### src/hdl/lrelu_macros.svh
`ifndef LRELU_MACROS_SVH
`define LRELU_MACROS_SVH

// lanes and word widths
`define LRELU_UNITS    4
`define LRELU_W_IN     16
`define LRELU_W_OUT    8
`define LRELU_W_CFG    16   // two 8-bit members per config beat
`define LRELU_W_TAG    3

// channels cycled by the coefficient memories
`define LRELU_DEPTH    3

// Q8.8 coefficients
`define LRELU_FRAC     8
`define LRELU_ONE      256
`define LRELU_ALPHA    26   // 0.1 rounded

// pipeline timing in enabled cycles
`define LRELU_RAM_LAT  2
`define LRELU_LATENCY  5

`endif

### src/hdl/lrelu_cfg_pkg.sv
`include "lrelu_macros.svh"

package lrelu_cfg_pkg;

  // write targets of the config stream, in load order
  localparam logic [1:0] SLOT_D = 2'd0;
  localparam logic [1:0] SLOT_A = 2'd1;
  localparam logic [1:0] SLOT_B = 2'd2;

  // address width of a coefficient memory
  localparam int CFG_ADDR_W = (`LRELU_DEPTH > 1) ? $clog2(`LRELU_DEPTH) : 1;

  // last entry, where the write address and read pointers wrap
  localparam logic [CFG_ADDR_W-1:0] ADDR_LAST = CFG_ADDR_W'(`LRELU_DEPTH - 1);

endpackage

### src/hdl/lrelu_data_pkg.sv
`include "lrelu_macros.svh"

package lrelu_data_pkg;

  localparam int OUT_MAX = 2 ** (`LRELU_W_OUT - 1) - 1;
  localparam int OUT_MIN = -OUT_MAX - 1;

  // data word times a Q8.8 coefficient, back to integer scale
  function automatic logic signed [31:0] mul_q8(
    input logic signed [31:0]             x,
    input logic signed [`LRELU_W_CFG-1:0] k
  );
    logic signed [31+`LRELU_W_CFG:0] p;
    p = x * k;
    return 32'(p >>> `LRELU_FRAC);
  endfunction

  // clamp to the signed output range
  function automatic logic signed [`LRELU_W_OUT-1:0] sat_out(
    input logic signed [31:0] v
  );
    if (v > OUT_MAX)
      return `LRELU_W_OUT'(OUT_MAX);
    else if (v < OUT_MIN)
      return `LRELU_W_OUT'(OUT_MIN);
    return v[`LRELU_W_OUT-1:0];
  endfunction

endpackage

### src/hdl/lrelu_cfg_wr_if.sv
`timescale 1ns/1ps
`include "lrelu_macros.svh"

interface lrelu_cfg_wr_if import lrelu_cfg_pkg::*; ();

  logic                    wr_en;
  logic [1:0]              slot;     // one of SLOT_D, SLOT_A, SLOT_B
  logic [CFG_ADDR_W-1:0]   addr;
  logic [`LRELU_W_CFG-1:0] data;
  logic                    restart;  // rewinds read pointers

  modport loader (
    output wr_en,
    output slot,
    output addr,
    output data,
    output restart
  );

  modport sink (
    input wr_en,
    input slot,
    input addr,
    input data,
    input restart
  );

endinterface

### src/hdl/lrelu_coef_ram.sv
`timescale 1ns/1ps
`include "lrelu_macros.svh"

module lrelu_coef_ram import lrelu_cfg_pkg::*; #(
  parameter logic [1:0] SLOT = SLOT_A
) (
  input  logic                    clk,
  input  logic                    rst,
  input  logic                    clken,
  lrelu_cfg_wr_if.sink            wr,
  input  logic                    rd_adv,
  output logic [`LRELU_W_CFG-1:0] coef
);

  logic [`LRELU_W_CFG-1:0] mem     [`LRELU_DEPTH];
  logic [`LRELU_W_CFG-1:0] rd_pipe [`LRELU_RAM_LAT];
  logic [CFG_ADDR_W-1:0]   rd_ptr;

  always_ff @(posedge clk) begin
    if (clken && wr.wr_en && wr.slot == SLOT)
      mem[wr.addr] <= wr.data;
  end

  // one entry per accepted beat, wraps at the last channel
  always_ff @(posedge clk) begin
    if (rst) begin
      rd_ptr <= '0;
    end else if (clken) begin
      if (wr.restart)
        rd_ptr <= '0;
      else if (rd_adv)
        rd_ptr <= (rd_ptr == ADDR_LAST) ? '0 : rd_ptr + 1'b1;
    end
  end

  // registered read, entry for the beat shows up RAM_LAT cycles on
  always_ff @(posedge clk) begin
    if (clken) begin
      rd_pipe[0] <= mem[rd_ptr];
      for (int i = 1; i < `LRELU_RAM_LAT; i++)
        rd_pipe[i] <= rd_pipe[i-1];
    end
  end

  assign coef = rd_pipe[`LRELU_RAM_LAT-1];

endmodule

### src/hdl/lrelu_config_loader.sv
`timescale 1ns/1ps
`include "lrelu_macros.svh"

module lrelu_config_loader import lrelu_cfg_pkg::*; (
  input  logic                    clk,
  input  logic                    rst,
  input  logic                    clken,
  input  logic                    cfg_valid,
  input  logic [`LRELU_W_CFG-1:0] cfg_data,
  input  logic                    cfg_restart,
  lrelu_cfg_wr_if.loader          wr,
  output logic [`LRELU_W_CFG-1:0] d_coef
);

  logic [1:0]            slot;
  logic [1:0]            slot_next;
  logic [CFG_ADDR_W-1:0] addr;
  logic [CFG_ADDR_W-1:0] addr_next;

  // D once, then DEPTH beats of A, then DEPTH beats of B
  always_comb begin
    slot_next = slot;
    addr_next = addr + 1'b1;
    case (slot)
      SLOT_D: begin
        slot_next = SLOT_A;
        addr_next = '0;
      end
      SLOT_A: begin
        if (addr == ADDR_LAST) begin
          slot_next = SLOT_B;
          addr_next = '0;
        end
      end
      SLOT_B: begin
        if (addr == ADDR_LAST) begin
          slot_next = SLOT_D;
          addr_next = '0;
        end
      end
      default: begin
        slot_next = SLOT_D;   // unused code, back to start
        addr_next = '0;
      end
    endcase
  end

  always_ff @(posedge clk) begin
    if (rst) begin
      slot <= SLOT_D;
      addr <= '0;
    end else if (clken) begin
      if (cfg_restart) begin
        slot <= SLOT_D;
        addr <= '0;
      end else if (cfg_valid) begin
        slot <= slot_next;
        addr <= addr_next;
      end
    end
  end

  // beat stamped with slot and address, lands one cycle later
  always_ff @(posedge clk) begin
    if (rst) begin
      wr.wr_en   <= 1'b0;
      wr.restart <= 1'b0;
    end else if (clken) begin
      wr.wr_en   <= cfg_valid & ~cfg_restart;  // restart drops a colliding beat
      wr.restart <= cfg_restart;
    end
  end

  always_ff @(posedge clk) begin
    if (clken) begin
      wr.slot <= slot;
      wr.addr <= addr;
      wr.data <= cfg_data;
    end
  end

  always_ff @(posedge clk) begin
    if (rst)
      d_coef <= '0;
    else if (clken && wr.wr_en && wr.slot == SLOT_D)
      d_coef <= wr.data;
  end

endmodule

### src/hdl/lrelu_engine.sv
`timescale 1ns/1ps
`include "lrelu_macros.svh"

module lrelu_engine import lrelu_cfg_pkg::*; (
  input  logic                                 clk,
  input  logic                                 rst,
  input  logic                                 clken,
  input  logic                                 s_valid,
  input  logic [`LRELU_UNITS*`LRELU_W_IN-1:0]  s_data,
  input  logic [`LRELU_W_TAG:0]                s_user,
  output logic                                 m_valid,
  output logic [`LRELU_UNITS*`LRELU_W_OUT-1:0] m_data,
  output logic [`LRELU_W_TAG-1:0]              m_user,
  input  logic                                 cfg_valid,
  input  logic [`LRELU_W_CFG-1:0]              cfg_data,
  input  logic                                 cfg_restart
);

  logic [`LRELU_W_CFG-1:0] a_coef;
  logic [`LRELU_W_CFG-1:0] b_coef;
  logic [`LRELU_W_CFG-1:0] d_coef;
  logic                    leaky_s3;

  lrelu_cfg_wr_if cfg_wr ();

  lrelu_config_loader i_loader (
    .clk         (clk),
    .rst         (rst),
    .clken       (clken),
    .cfg_valid   (cfg_valid),
    .cfg_data    (cfg_data),
    .cfg_restart (cfg_restart),
    .wr          (cfg_wr.loader),
    .d_coef      (d_coef)
  );

  // both memories step together, all lanes share one entry per beat
  lrelu_coef_ram #(
    .SLOT (SLOT_A)
  ) i_ram_a (
    .clk    (clk),
    .rst    (rst),
    .clken  (clken),
    .wr     (cfg_wr.sink),
    .rd_adv (s_valid),
    .coef   (a_coef)
  );

  lrelu_coef_ram #(
    .SLOT (SLOT_B)
  ) i_ram_b (
    .clk    (clk),
    .rst    (rst),
    .clken  (clken),
    .wr     (cfg_wr.sink),
    .rd_adv (s_valid),
    .coef   (b_coef)
  );

  lrelu_tag_pipe i_tag_pipe (
    .clk      (clk),
    .rst      (rst),
    .clken    (clken),
    .s_valid  (s_valid),
    .s_user   (s_user),
    .leaky_s3 (leaky_s3),
    .m_valid  (m_valid),
    .m_user   (m_user)
  );

  for (genvar u = 0; u < `LRELU_UNITS; u++) begin : g_unit
    lrelu_unit_pipe i_unit (
      .clk    (clk),
      .clken  (clken),
      .x      (s_data[u*`LRELU_W_IN +: `LRELU_W_IN]),
      .a_coef (a_coef),
      .b_coef (b_coef),
      .d_coef (d_coef),
      .leaky  (leaky_s3),
      .y      (m_data[u*`LRELU_W_OUT +: `LRELU_W_OUT])
    );
  end

endmodule

### src/hdl/lrelu_tag_pipe.sv
`timescale 1ns/1ps
`include "lrelu_macros.svh"

module lrelu_tag_pipe (
  input  logic                    clk,
  input  logic                    rst,
  input  logic                    clken,
  input  logic                    s_valid,
  input  logic [`LRELU_W_TAG:0]   s_user,    // bit 0 leaky, rest tag
  output logic                    leaky_s3,
  output logic                    m_valid,
  output logic [`LRELU_W_TAG-1:0] m_user
);

  // flag is consumed by the leaky stage, right after alignment and affine
  localparam int LEAKY_STAGES = `LRELU_RAM_LAT + 1;

  logic [`LRELU_LATENCY-1:0] valid_q;
  logic [LEAKY_STAGES-1:0]   leaky_q;
  logic [`LRELU_W_TAG-1:0]   tag_q [`LRELU_LATENCY];

  always_ff @(posedge clk) begin
    if (rst)
      valid_q <= '0;
    else if (clken)
      valid_q <= {valid_q[`LRELU_LATENCY-2:0], s_valid};
  end

  always_ff @(posedge clk) begin
    if (clken) begin
      leaky_q  <= {leaky_q[LEAKY_STAGES-2:0], s_user[0]};
      tag_q[0] <= s_user[`LRELU_W_TAG:1];
      for (int i = 1; i < `LRELU_LATENCY; i++)
        tag_q[i] <= tag_q[i-1];
    end
  end

  assign leaky_s3 = leaky_q[LEAKY_STAGES-1];
  assign m_valid  = valid_q[`LRELU_LATENCY-1];
  assign m_user   = tag_q[`LRELU_LATENCY-1];

endmodule

### src/hdl/lrelu_unit_pipe.sv
`timescale 1ns/1ps
`include "lrelu_macros.svh"

module lrelu_unit_pipe import lrelu_data_pkg::*; (
  input  logic                           clk,
  input  logic                           clken,
  input  logic signed [`LRELU_W_IN-1:0]  x,
  input  logic signed [`LRELU_W_CFG-1:0] a_coef,
  input  logic signed [`LRELU_W_CFG-1:0] b_coef,
  input  logic signed [`LRELU_W_CFG-1:0] d_coef,
  input  logic                           leaky,
  output logic signed [`LRELU_W_OUT-1:0] y
);

  logic signed [`LRELU_W_IN-1:0]  x_d [`LRELU_RAM_LAT];
  logic signed [31:0]             y1;
  logic signed [31:0]             y2;
  logic signed [`LRELU_W_CFG-1:0] c_coef;

  // alpha slope only on the negative side of flagged beats
  assign c_coef = (leaky && y1 < 0) ? `LRELU_W_CFG'(`LRELU_ALPHA)
                                    : `LRELU_W_CFG'(`LRELU_ONE);

  always_ff @(posedge clk) begin
    if (clken) begin
      x_d[0] <= x;  // wait for the memory read
      for (int i = 1; i < `LRELU_RAM_LAT; i++)
        x_d[i] <= x_d[i-1];

      y1 <= mul_q8(x_d[`LRELU_RAM_LAT-1], a_coef) + b_coef;  // affine
      y2 <= mul_q8(y1, c_coef) + d_coef;                      // leaky relu
      y  <= sat_out(y2);
    end
  end

endmodule

### config.mk
export PLATFORM = sky130hd
export DESIGN_NAME = lrelu_engine
export DESIGN_NICKNAME = d
export VERILOG_FILES = /design/src/hdl/lrelu_cfg_pkg.sv /design/src/hdl/lrelu_data_pkg.sv /design/src/hdl/lrelu_cfg_wr_if.sv /design/src/hdl/lrelu_coef_ram.sv /design/src/hdl/lrelu_config_loader.sv /design/src/hdl/lrelu_engine.sv /design/src/hdl/lrelu_tag_pipe.sv /design/src/hdl/lrelu_unit_pipe.sv
export VERILOG_INCLUDE_DIRS = /design/src /design/src/hdl
export SDC_FILE = /design/constraint.sdc
export NUM_CORES = 2
export LEC_CHECK = 0
export CORE_MARGIN = 5
export CORE_UTILIZATION = 30
export CTS_BUF_LIST = sky130_fd_sc_hd__clkbuf_8
export DETAILED_ROUTE_END_ITERATION = 10
export DONT_BUFFER_PORTS = 1
export RECOVER_POWER = 50
export SYNTH_ARGS = -nofsm -noshare
export SYNTH_HDL_FRONTEND = slang
export SYNTH_SLANG_ARGS = --single-unit
export TNS_END_PERCENT = 1
### constraint.sdc
create_clock -name clk -period 7.2 [get_ports clk]
set_input_delay 1.08 -clock clk [delete_from_list [all_inputs] [get_ports clk]]
set_output_delay 1.08 -clock clk [all_outputs]
set_load 0.03 [all_outputs]
Yosys cells after proc, flatten, opt, wreduce, memory -nomap -nowiden
Memory sizes are Yosys's and may differ from the RTL's. A register that Yosys moved wholly into a read port is not among the register bits.
Cells that the tools add are included.
{"block": "totals", "ram_bits": 303, "word_cells": 144, "memories": 9, "out_inout_bits": 36, "ff_bits": 342, "in_bits": 90}
{"name": "i_ram_a.mem", "depth": 3, "word_bits": 16, "rd": 1, "rd_clocked_by_memory_dff": 1, "write_ports": 1, "line_no": "lrelu_coef_ram.sv:15", "source": "logic [`LRELU_W_CFG-1:0] mem [`LRELU_DEPTH];"}
{"name": "i_ram_b.mem", "depth": 3, "word_bits": 16, "rd": 1, "rd_clocked_by_memory_dff": 1, "write_ports": 1, "line_no": "lrelu_coef_ram.sv:15"}
{"name": "g_unit[0].i_unit.x_d", "depth": 2, "word_bits": 16, "rd": 2, "rd_clocked_by_memory_dff": 0, "write_ports": 2, "line_no": "lrelu_unit_pipe.sv:15", "source": "logic signed [`LRELU_W_IN-1:0] x_d [`LRELU_RAM_LAT];"}
{"name": "g_unit[1].i_unit.x_d", "depth": 2, "word_bits": 16, "rd": 2, "rd_clocked_by_memory_dff": 0, "write_ports": 2, "line_no": "lrelu_unit_pipe.sv:15"}
{"name": "g_unit[2].i_unit.x_d", "depth": 2, "word_bits": 16, "rd": 2, "rd_clocked_by_memory_dff": 0, "write_ports": 2, "line_no": "lrelu_unit_pipe.sv:15"}
{"name": "g_unit[3].i_unit.x_d", "depth": 2, "word_bits": 16, "rd": 2, "rd_clocked_by_memory_dff": 0, "write_ports": 2, "line_no": "lrelu_unit_pipe.sv:15"}
{"name": "+3 memories"}
{"block": "op_classes", "eq_ne": 9, "n_mul": 8, "n_reduce_logical": 16, "order_cmp": 12, "add_sub_neg": 11, "bitwise": 2, "n_mux": 53}
{"op": "multiplier 32 x 10 -> 40 bit", "count": 4}
{"op": "adder 32 x 16 -> 32 bit", "count": 4}
{"op": "> comparator 32 x 8 -> 1 bit, second input constant", "count": 4}
{"op": "< comparator 32 x 1 -> 1 bit, second input constant", "count": 4}
{"op": "< comparator 32 x 8 -> 1 bit, second input constant", "count": 4}
{"op": "multiplier 16 x 16 -> 32 bit", "count": 4}
{"op": "adder 24 x 16 -> 25 bit", "count": 4}
{"op": "2-to-1 mux 8 bit", "count": 12}
{"op": "2-to-1 mux 2 bit", "count": 18}
{"op": "2-to-1 mux 9 bit", "count": 4}
{"op": "2-to-1 mux 1 bit", "count": 18}
{"op": "equality test 2 bit, second input constant", "count": 5}
{"op": "logical AND 1 bit", "count": 8}
{"op": "adder 2 x 1 -> 2 bit, second input constant", "count": 3}
{"op": "inequality test 3 x 2 -> 1 bit, second input constant", "count": 2}
{"op": "case mux 2 bit (3 select lines)", "count": 1}
{"op": "equality test 2 x 1 -> 1 bit, second input constant", "count": 2}
{"op": "logical NOT 2 bit", "count": 2}
{"op": "AND reduction 2 bit", "count": 2}
{"op": "AND reduction 4 bit", "count": 1}
{"op": "nonzero test 2 bit", "count": 2}
{"op": "OR reduction 2 bit", "count": 1}
{"op": "AND 1 bit", "count": 1}
{"op": "NOT 1 bit", "count": 1}

Depth between registers and ports, before layout
{"block": "depth", "depth_word": 6, "ltp_mapped": 35, "mapped_depth_nobuf": 33}

By module
From an unflattened synthesis, not the netlist that was laid out.
{"block": "hier_totals", "hier_cells": 8228, "area_unflattened_um2": 84360.9}
{"module": "lrelu_unit_pipe (g_unit[2].i_unit)", "area_per_inst_um2": 19110.8, "n_inst": 1, "cells_each": 1942, "seq_area_each_um2": 2912.8}
{"module": "lrelu_unit_pipe (g_unit[1].i_unit)", "area_per_inst_um2": 19063.3, "n_inst": 1, "cells_each": 1948, "seq_area_each_um2": 2912.8}
{"module": "lrelu_unit_pipe (g_unit[0].i_unit)", "area_per_inst_um2": 19003.2, "n_inst": 1, "cells_each": 1936, "seq_area_each_um2": 2912.8}
{"module": "lrelu_unit_pipe (g_unit[3].i_unit)", "area_per_inst_um2": 18820.6, "n_inst": 1, "cells_each": 1899, "seq_area_each_um2": 2912.8}
{"module": "lrelu_coef_ram", "area_per_inst_um2": 3049.2, "n_inst": 2, "cells_each": 168, "seq_area_each_um2": 2482.4}
{"module": "lrelu_config_loader", "area_per_inst_um2": 1521.5, "n_inst": 1, "cells_each": 130, "seq_area_each_um2": 1041.0}
{"module": "lrelu_tag_pipe", "area_per_inst_um2": 743.2, "n_inst": 1, "cells_each": 37, "seq_area_each_um2": 640.6}

Worst setup path before layout
Ideal clock, no wire load.
{"block": "synth_timing", "kind": "reg2reg", "startpoint": "memory i_ram_a.rd_pipe[0][23] (netlist bit)", "endpoint": "register g_unit[3].i_unit.y1[22], data pin", "path_buffers": 2, "setup_slack_ns": -0.625, "setup_time_ns": 0.260, "t_required_ns": 6.940, "stages_incl_launch_ff": 31, "t_arrival_ns": 7.565, "path_cell_list": "edfxtp_1 > clkbuf_1 > clkbuf_1 > nand2_1 > fa_1 > inv_1 > fa_1 > fa_1 > fa_1 > fa_1 > inv_1 > fa_1 > inv_1 > ha_1 > a21o_1 > a21o_1 > a21oi_1 > nor2b_1 > o21a_1 > a211o_1 > and2_1 > nor2_1 > xnor2_1 > ha_1 > and3_1 > a221oi_1 > o22ai_1 > o21a_1 > o311a_1 > a311oi_2 > xnor2_1"}
{"element": "start, declared", "line_no": "lrelu_coef_ram.sv:16", "source": "logic [`LRELU_W_CFG-1:0] rd_pipe [`LRELU_RAM_LAT];"}
{"element": "end signal, assigned", "line_no": "lrelu_unit_pipe.sv:30", "source": "y1 <= mul_q8(x_d[`LRELU_RAM_LAT-1], a_coef) + b_coef;"}
{"element": "end, declared", "line_no": "lrelu_unit_pipe.sv:16", "source": "logic signed [31:0] y1;"}

==> flow_summary.yaml <==
floorplan:
  dieArea_um2: 288900
  die_y_um: 537.5
  core-area_um2: 276700
  initial_utilization_pct: 30.16
  fp.dieW_um: 537.5
  rows: 193
  ioPinCount: 126
routing:
  drtIter0Drc: 2814
  drt-wirelength-per-cell_um: 16.78
  vias: 58780
  dr.pass1.iters: 5
  viasPerCell: 4.589
  postRouteAntennaNets: 0
  drt-total-wl_um: 214900
  drc: 0
outcome:
  status: "complete, but fails checks"
  violations: "capacitance limit, slew limit, setup timing"
hold_path:
  min_from: "rst"
  whs_endpoint: "i_loader.d_coef[15]"
  hp-class: "primary input to flip-flop"
  min_path_cells: 1
finish:
  syn_to_final_growth_pct: 17.04
  drive_above_1_share_pct: 13.83
  final_common_cell: "inv_1"
  nets: 11320
  multi_input_area_um2: 59950
  fin_util_pct: 35.30
  nFillCells: 27680
  instances_no_fill: 12810
  regArea_um2: 18300
  final_cell_mix: "1420 x inv_1, 1217 x fa_1, 995 x ha_1"
cts:
  cts_buffers: 112
  cts_hold_buf: 0
  cts.sinks: 621
  cts_tree: "done"
  root_buffer: "clkbuf_8"
  cts-htree-levels: 3
  clk_pin_slew_worst_paths_ns: 0.06
  insertion_delay_ns: 0.91
  cts_max_path_buffers: 3
sta:
  rsz0062_at_grt: "true"
  fmax_ghz: 0.1246
  slew_headroom_pct: -172.3
  skew_ns: 0.08230
  worst_pin_slew_ns: 4.085
  finalCritPeriodShare_pct: 111.4
  drv_slew: 503
  setup_slack_ns: -0.8227
  setup_viol: 87
  holdWs_ns: 0.2523
  hold_viol_final: 0
  period_needed_ns: 8.023
placement:
  dp_slack_ns: -0.9849
  gp_congestion: 0.8888
  placed_cells: 12570
  hpwl_um: 181900
  io_buffers: 0
global_route:
  grt_max_degree: 504
  grt_overflow: 0
  grt_pass1_vias: 63140
  antenna_found_initial: 8
  grt_pass1_wl_um: 345700
  grt_usage_pct: 14.94
yosys:
  synth_seq_area_share_pct: 21.92
  avgSynthCellArea_um2: 10.26
  synth_warnings: 0
  syn_inst: 8136
  async_reset_ff_share_pct: 0
  synth_ff_type: "edfxtp_1"
  synth_seq_cells: 621
  yosysTopAreaCell: "fa_1"
  synth_area_leaders: "fa_1 29%, edfxtp_1 21%, ha_1 15%"
  yosys.cell_types.count: 101
  synth_top_area_share_pct: 29.26
  synth_enable_flop_cells: 586
  syn_area_um2: 83480
setup_path:
  critPathMaxFanout: 13
  startpoint_type: "flip-flop"
  ff2ff_setup_slack_ns: -0.82
  cp.required_ns: 7.80
  cpPeakStageDelay_ns: 0.54
  path_class: "flip-flop to flip-flop"
  critPathSlowestCell: "fa_1"
  r2r-start: "i_ram_a.rd_pipe[0][20]"
  reg2reg_to: "g_unit[2].i_unit.y1[21]"
  end_kind: "flip-flop"
  reg2reg_depth: 32
  cp_common_cell: "fa_1"
  arrival_ns: 8.62
job:
  drv_cap: 3
==> registers in the layout, summed over array words and instances (netlist names), named ones only <==
name and cells:
i_ram_a.rd_ptr 2, i_loader.slot 2, i_ram_a.rd_pipe 32, i_loader.wr.addr 2, i_loader.d_coef 16, i_loader.wr.slot 2
i_loader.addr 2, i_ram_a.mem 48, g_unit.i_unit.y1 100, g_unit.i_unit.x_d 128, i_tag_pipe.leaky_q 3, g_unit.i_unit.y 32
i_ram_b.mem 48, i_loader.wr.restart 1, i_loader.wr.data 16, i_tag_pipe.valid_q 5, i_ram_b.rd_ptr 2, i_loader.wr.wr_en 1
i_ram_b.rd_pipe 32, g_unit.i_unit.y2 128, i_tag_pipe.tag_q 15
==> cell type report <==
class                   instances  area share (%)
clock buffers                 114           1.606
inverters                    1392           5.348
flip-flops and latches        621           18.73
diodes                          7         0.01793
clock inverters                96          0.8171
multi-input cells            5957           61.36
repair buffers                916           7.377
well taps                    3705           4.745
==> cell usage after synthesis (7+ instances only) <==
cell type,instances
o21a_1,64
nor2_1,311
nor2b_1,54
nand2b_1,65
dfxtp_1,35
a21oi_1,324
nand4_1,56
nor3_1,65
buf_1,7
a31o_2,8
or4_1,10
or3_1,19
ha_1,1009
a21oi_2,11
nand3_1,69
xnor2_1,319
xor2_1,104
a21boi_0,10
a211oi_1,23
a31oi_1,25
nor4_1,31
nand2_1,694
a22oi_1,7
o31a_1,12
o21bai_1,46
inv_1,1391
o211ai_1,16
o21ai_1,17
and4_1,8
and3_1,133
and2_1,503
mux2i_1,38
or2_2,18
o21ai_0,208
clkbuf_1,227
a21o_1,239
fa_1,1220
o41ai_1,8
edfxtp_1,586
o31ai_1,10
==> worst max-delay path by stage <==
stage,slack [ns],start,to
floorplan,-0.41,i_ram_a.rd_pipe[0][20],g_unit[0].i_unit.y1[22]
finish,-0.82,i_ram_a.rd_pipe[0][20],g_unit[2].i_unit.y1[21]
global placement,-0.99,i_ram_a.rd_pipe[0][18],g_unit[2].i_unit.y1[23]
detailed placement,-0.98,i_ram_a.rd_pipe[0][17],g_unit[2].i_unit.y1[23]
CTS,-0.76,i_ram_a.rd_pipe[0][20],g_unit[0].i_unit.y1[22]
global route,-1.15,i_ram_a.rd_pipe[0][20],g_unit[0].i_unit.y1[22]
==> logic make-up after synthesis <==
kind of cell             share of synthesized area, %
AO/OA/AOI/OAI                                   9.109
XOR/XNOR                                        4.438
adder cells (fa/ha/maj)                         44.38
buffers and inverters                           7.352
flip-flops                                      21.92
multiplexers                                   0.4691
other                                        0.008997
AND/OR/NAND/NOR                                 12.32
==> what timing repair did <==
action                                  in CTS  in global routing
setup buffers                                5                 11
pin swaps                                   14                 36
cloned                                       0                  1
endpoints found under the setup margin      61                102
resized for setup                           55                 71
==> per-stage QoR <==
step / area, um2 / setup TNS [ns]
3_3_place_gp: 94580 / -21.73
6_report: 97700 / -27.18
2_1_floorplan: 83860 / -4.922
3_5_place_dp: 94580 / -25.78
4_1_cts: 97250 / -18.53
5_1_grt: 97700 / -111.52
==> worst max-delay path, delay by kind of cell, from the launching register on <==
| family | cells | cell delay (ns) |
|---|---|---|
| buffers and inverters | 7 | 0.91 |
| flip-flops | 1 | 0.43 |
| AND/OR/NAND/NOR | 5 | 0.80 |
| AO/OA/AOI/OAI | 10 | 1.79 |
| adder cells (fa/ha/maj) | 8 | 3.41 |
| XOR/XNOR | 2 | 0.43 |
==> routing by layer <==
| layer | global-route usage (%) | wire length [um] |
|---|---|---|
| met5 | 0 | 34 |
| met4 | 4.529 | 6694 |
| met3 | 2.352 | 10090 |
| met2 | 24.95 | 100300 |
| met1 | 19.96 | 97750 |
Power is left out: the tool's default activity adds up to more than one toggle a clock period on the data nets, which glitch-free logic cannot reach.
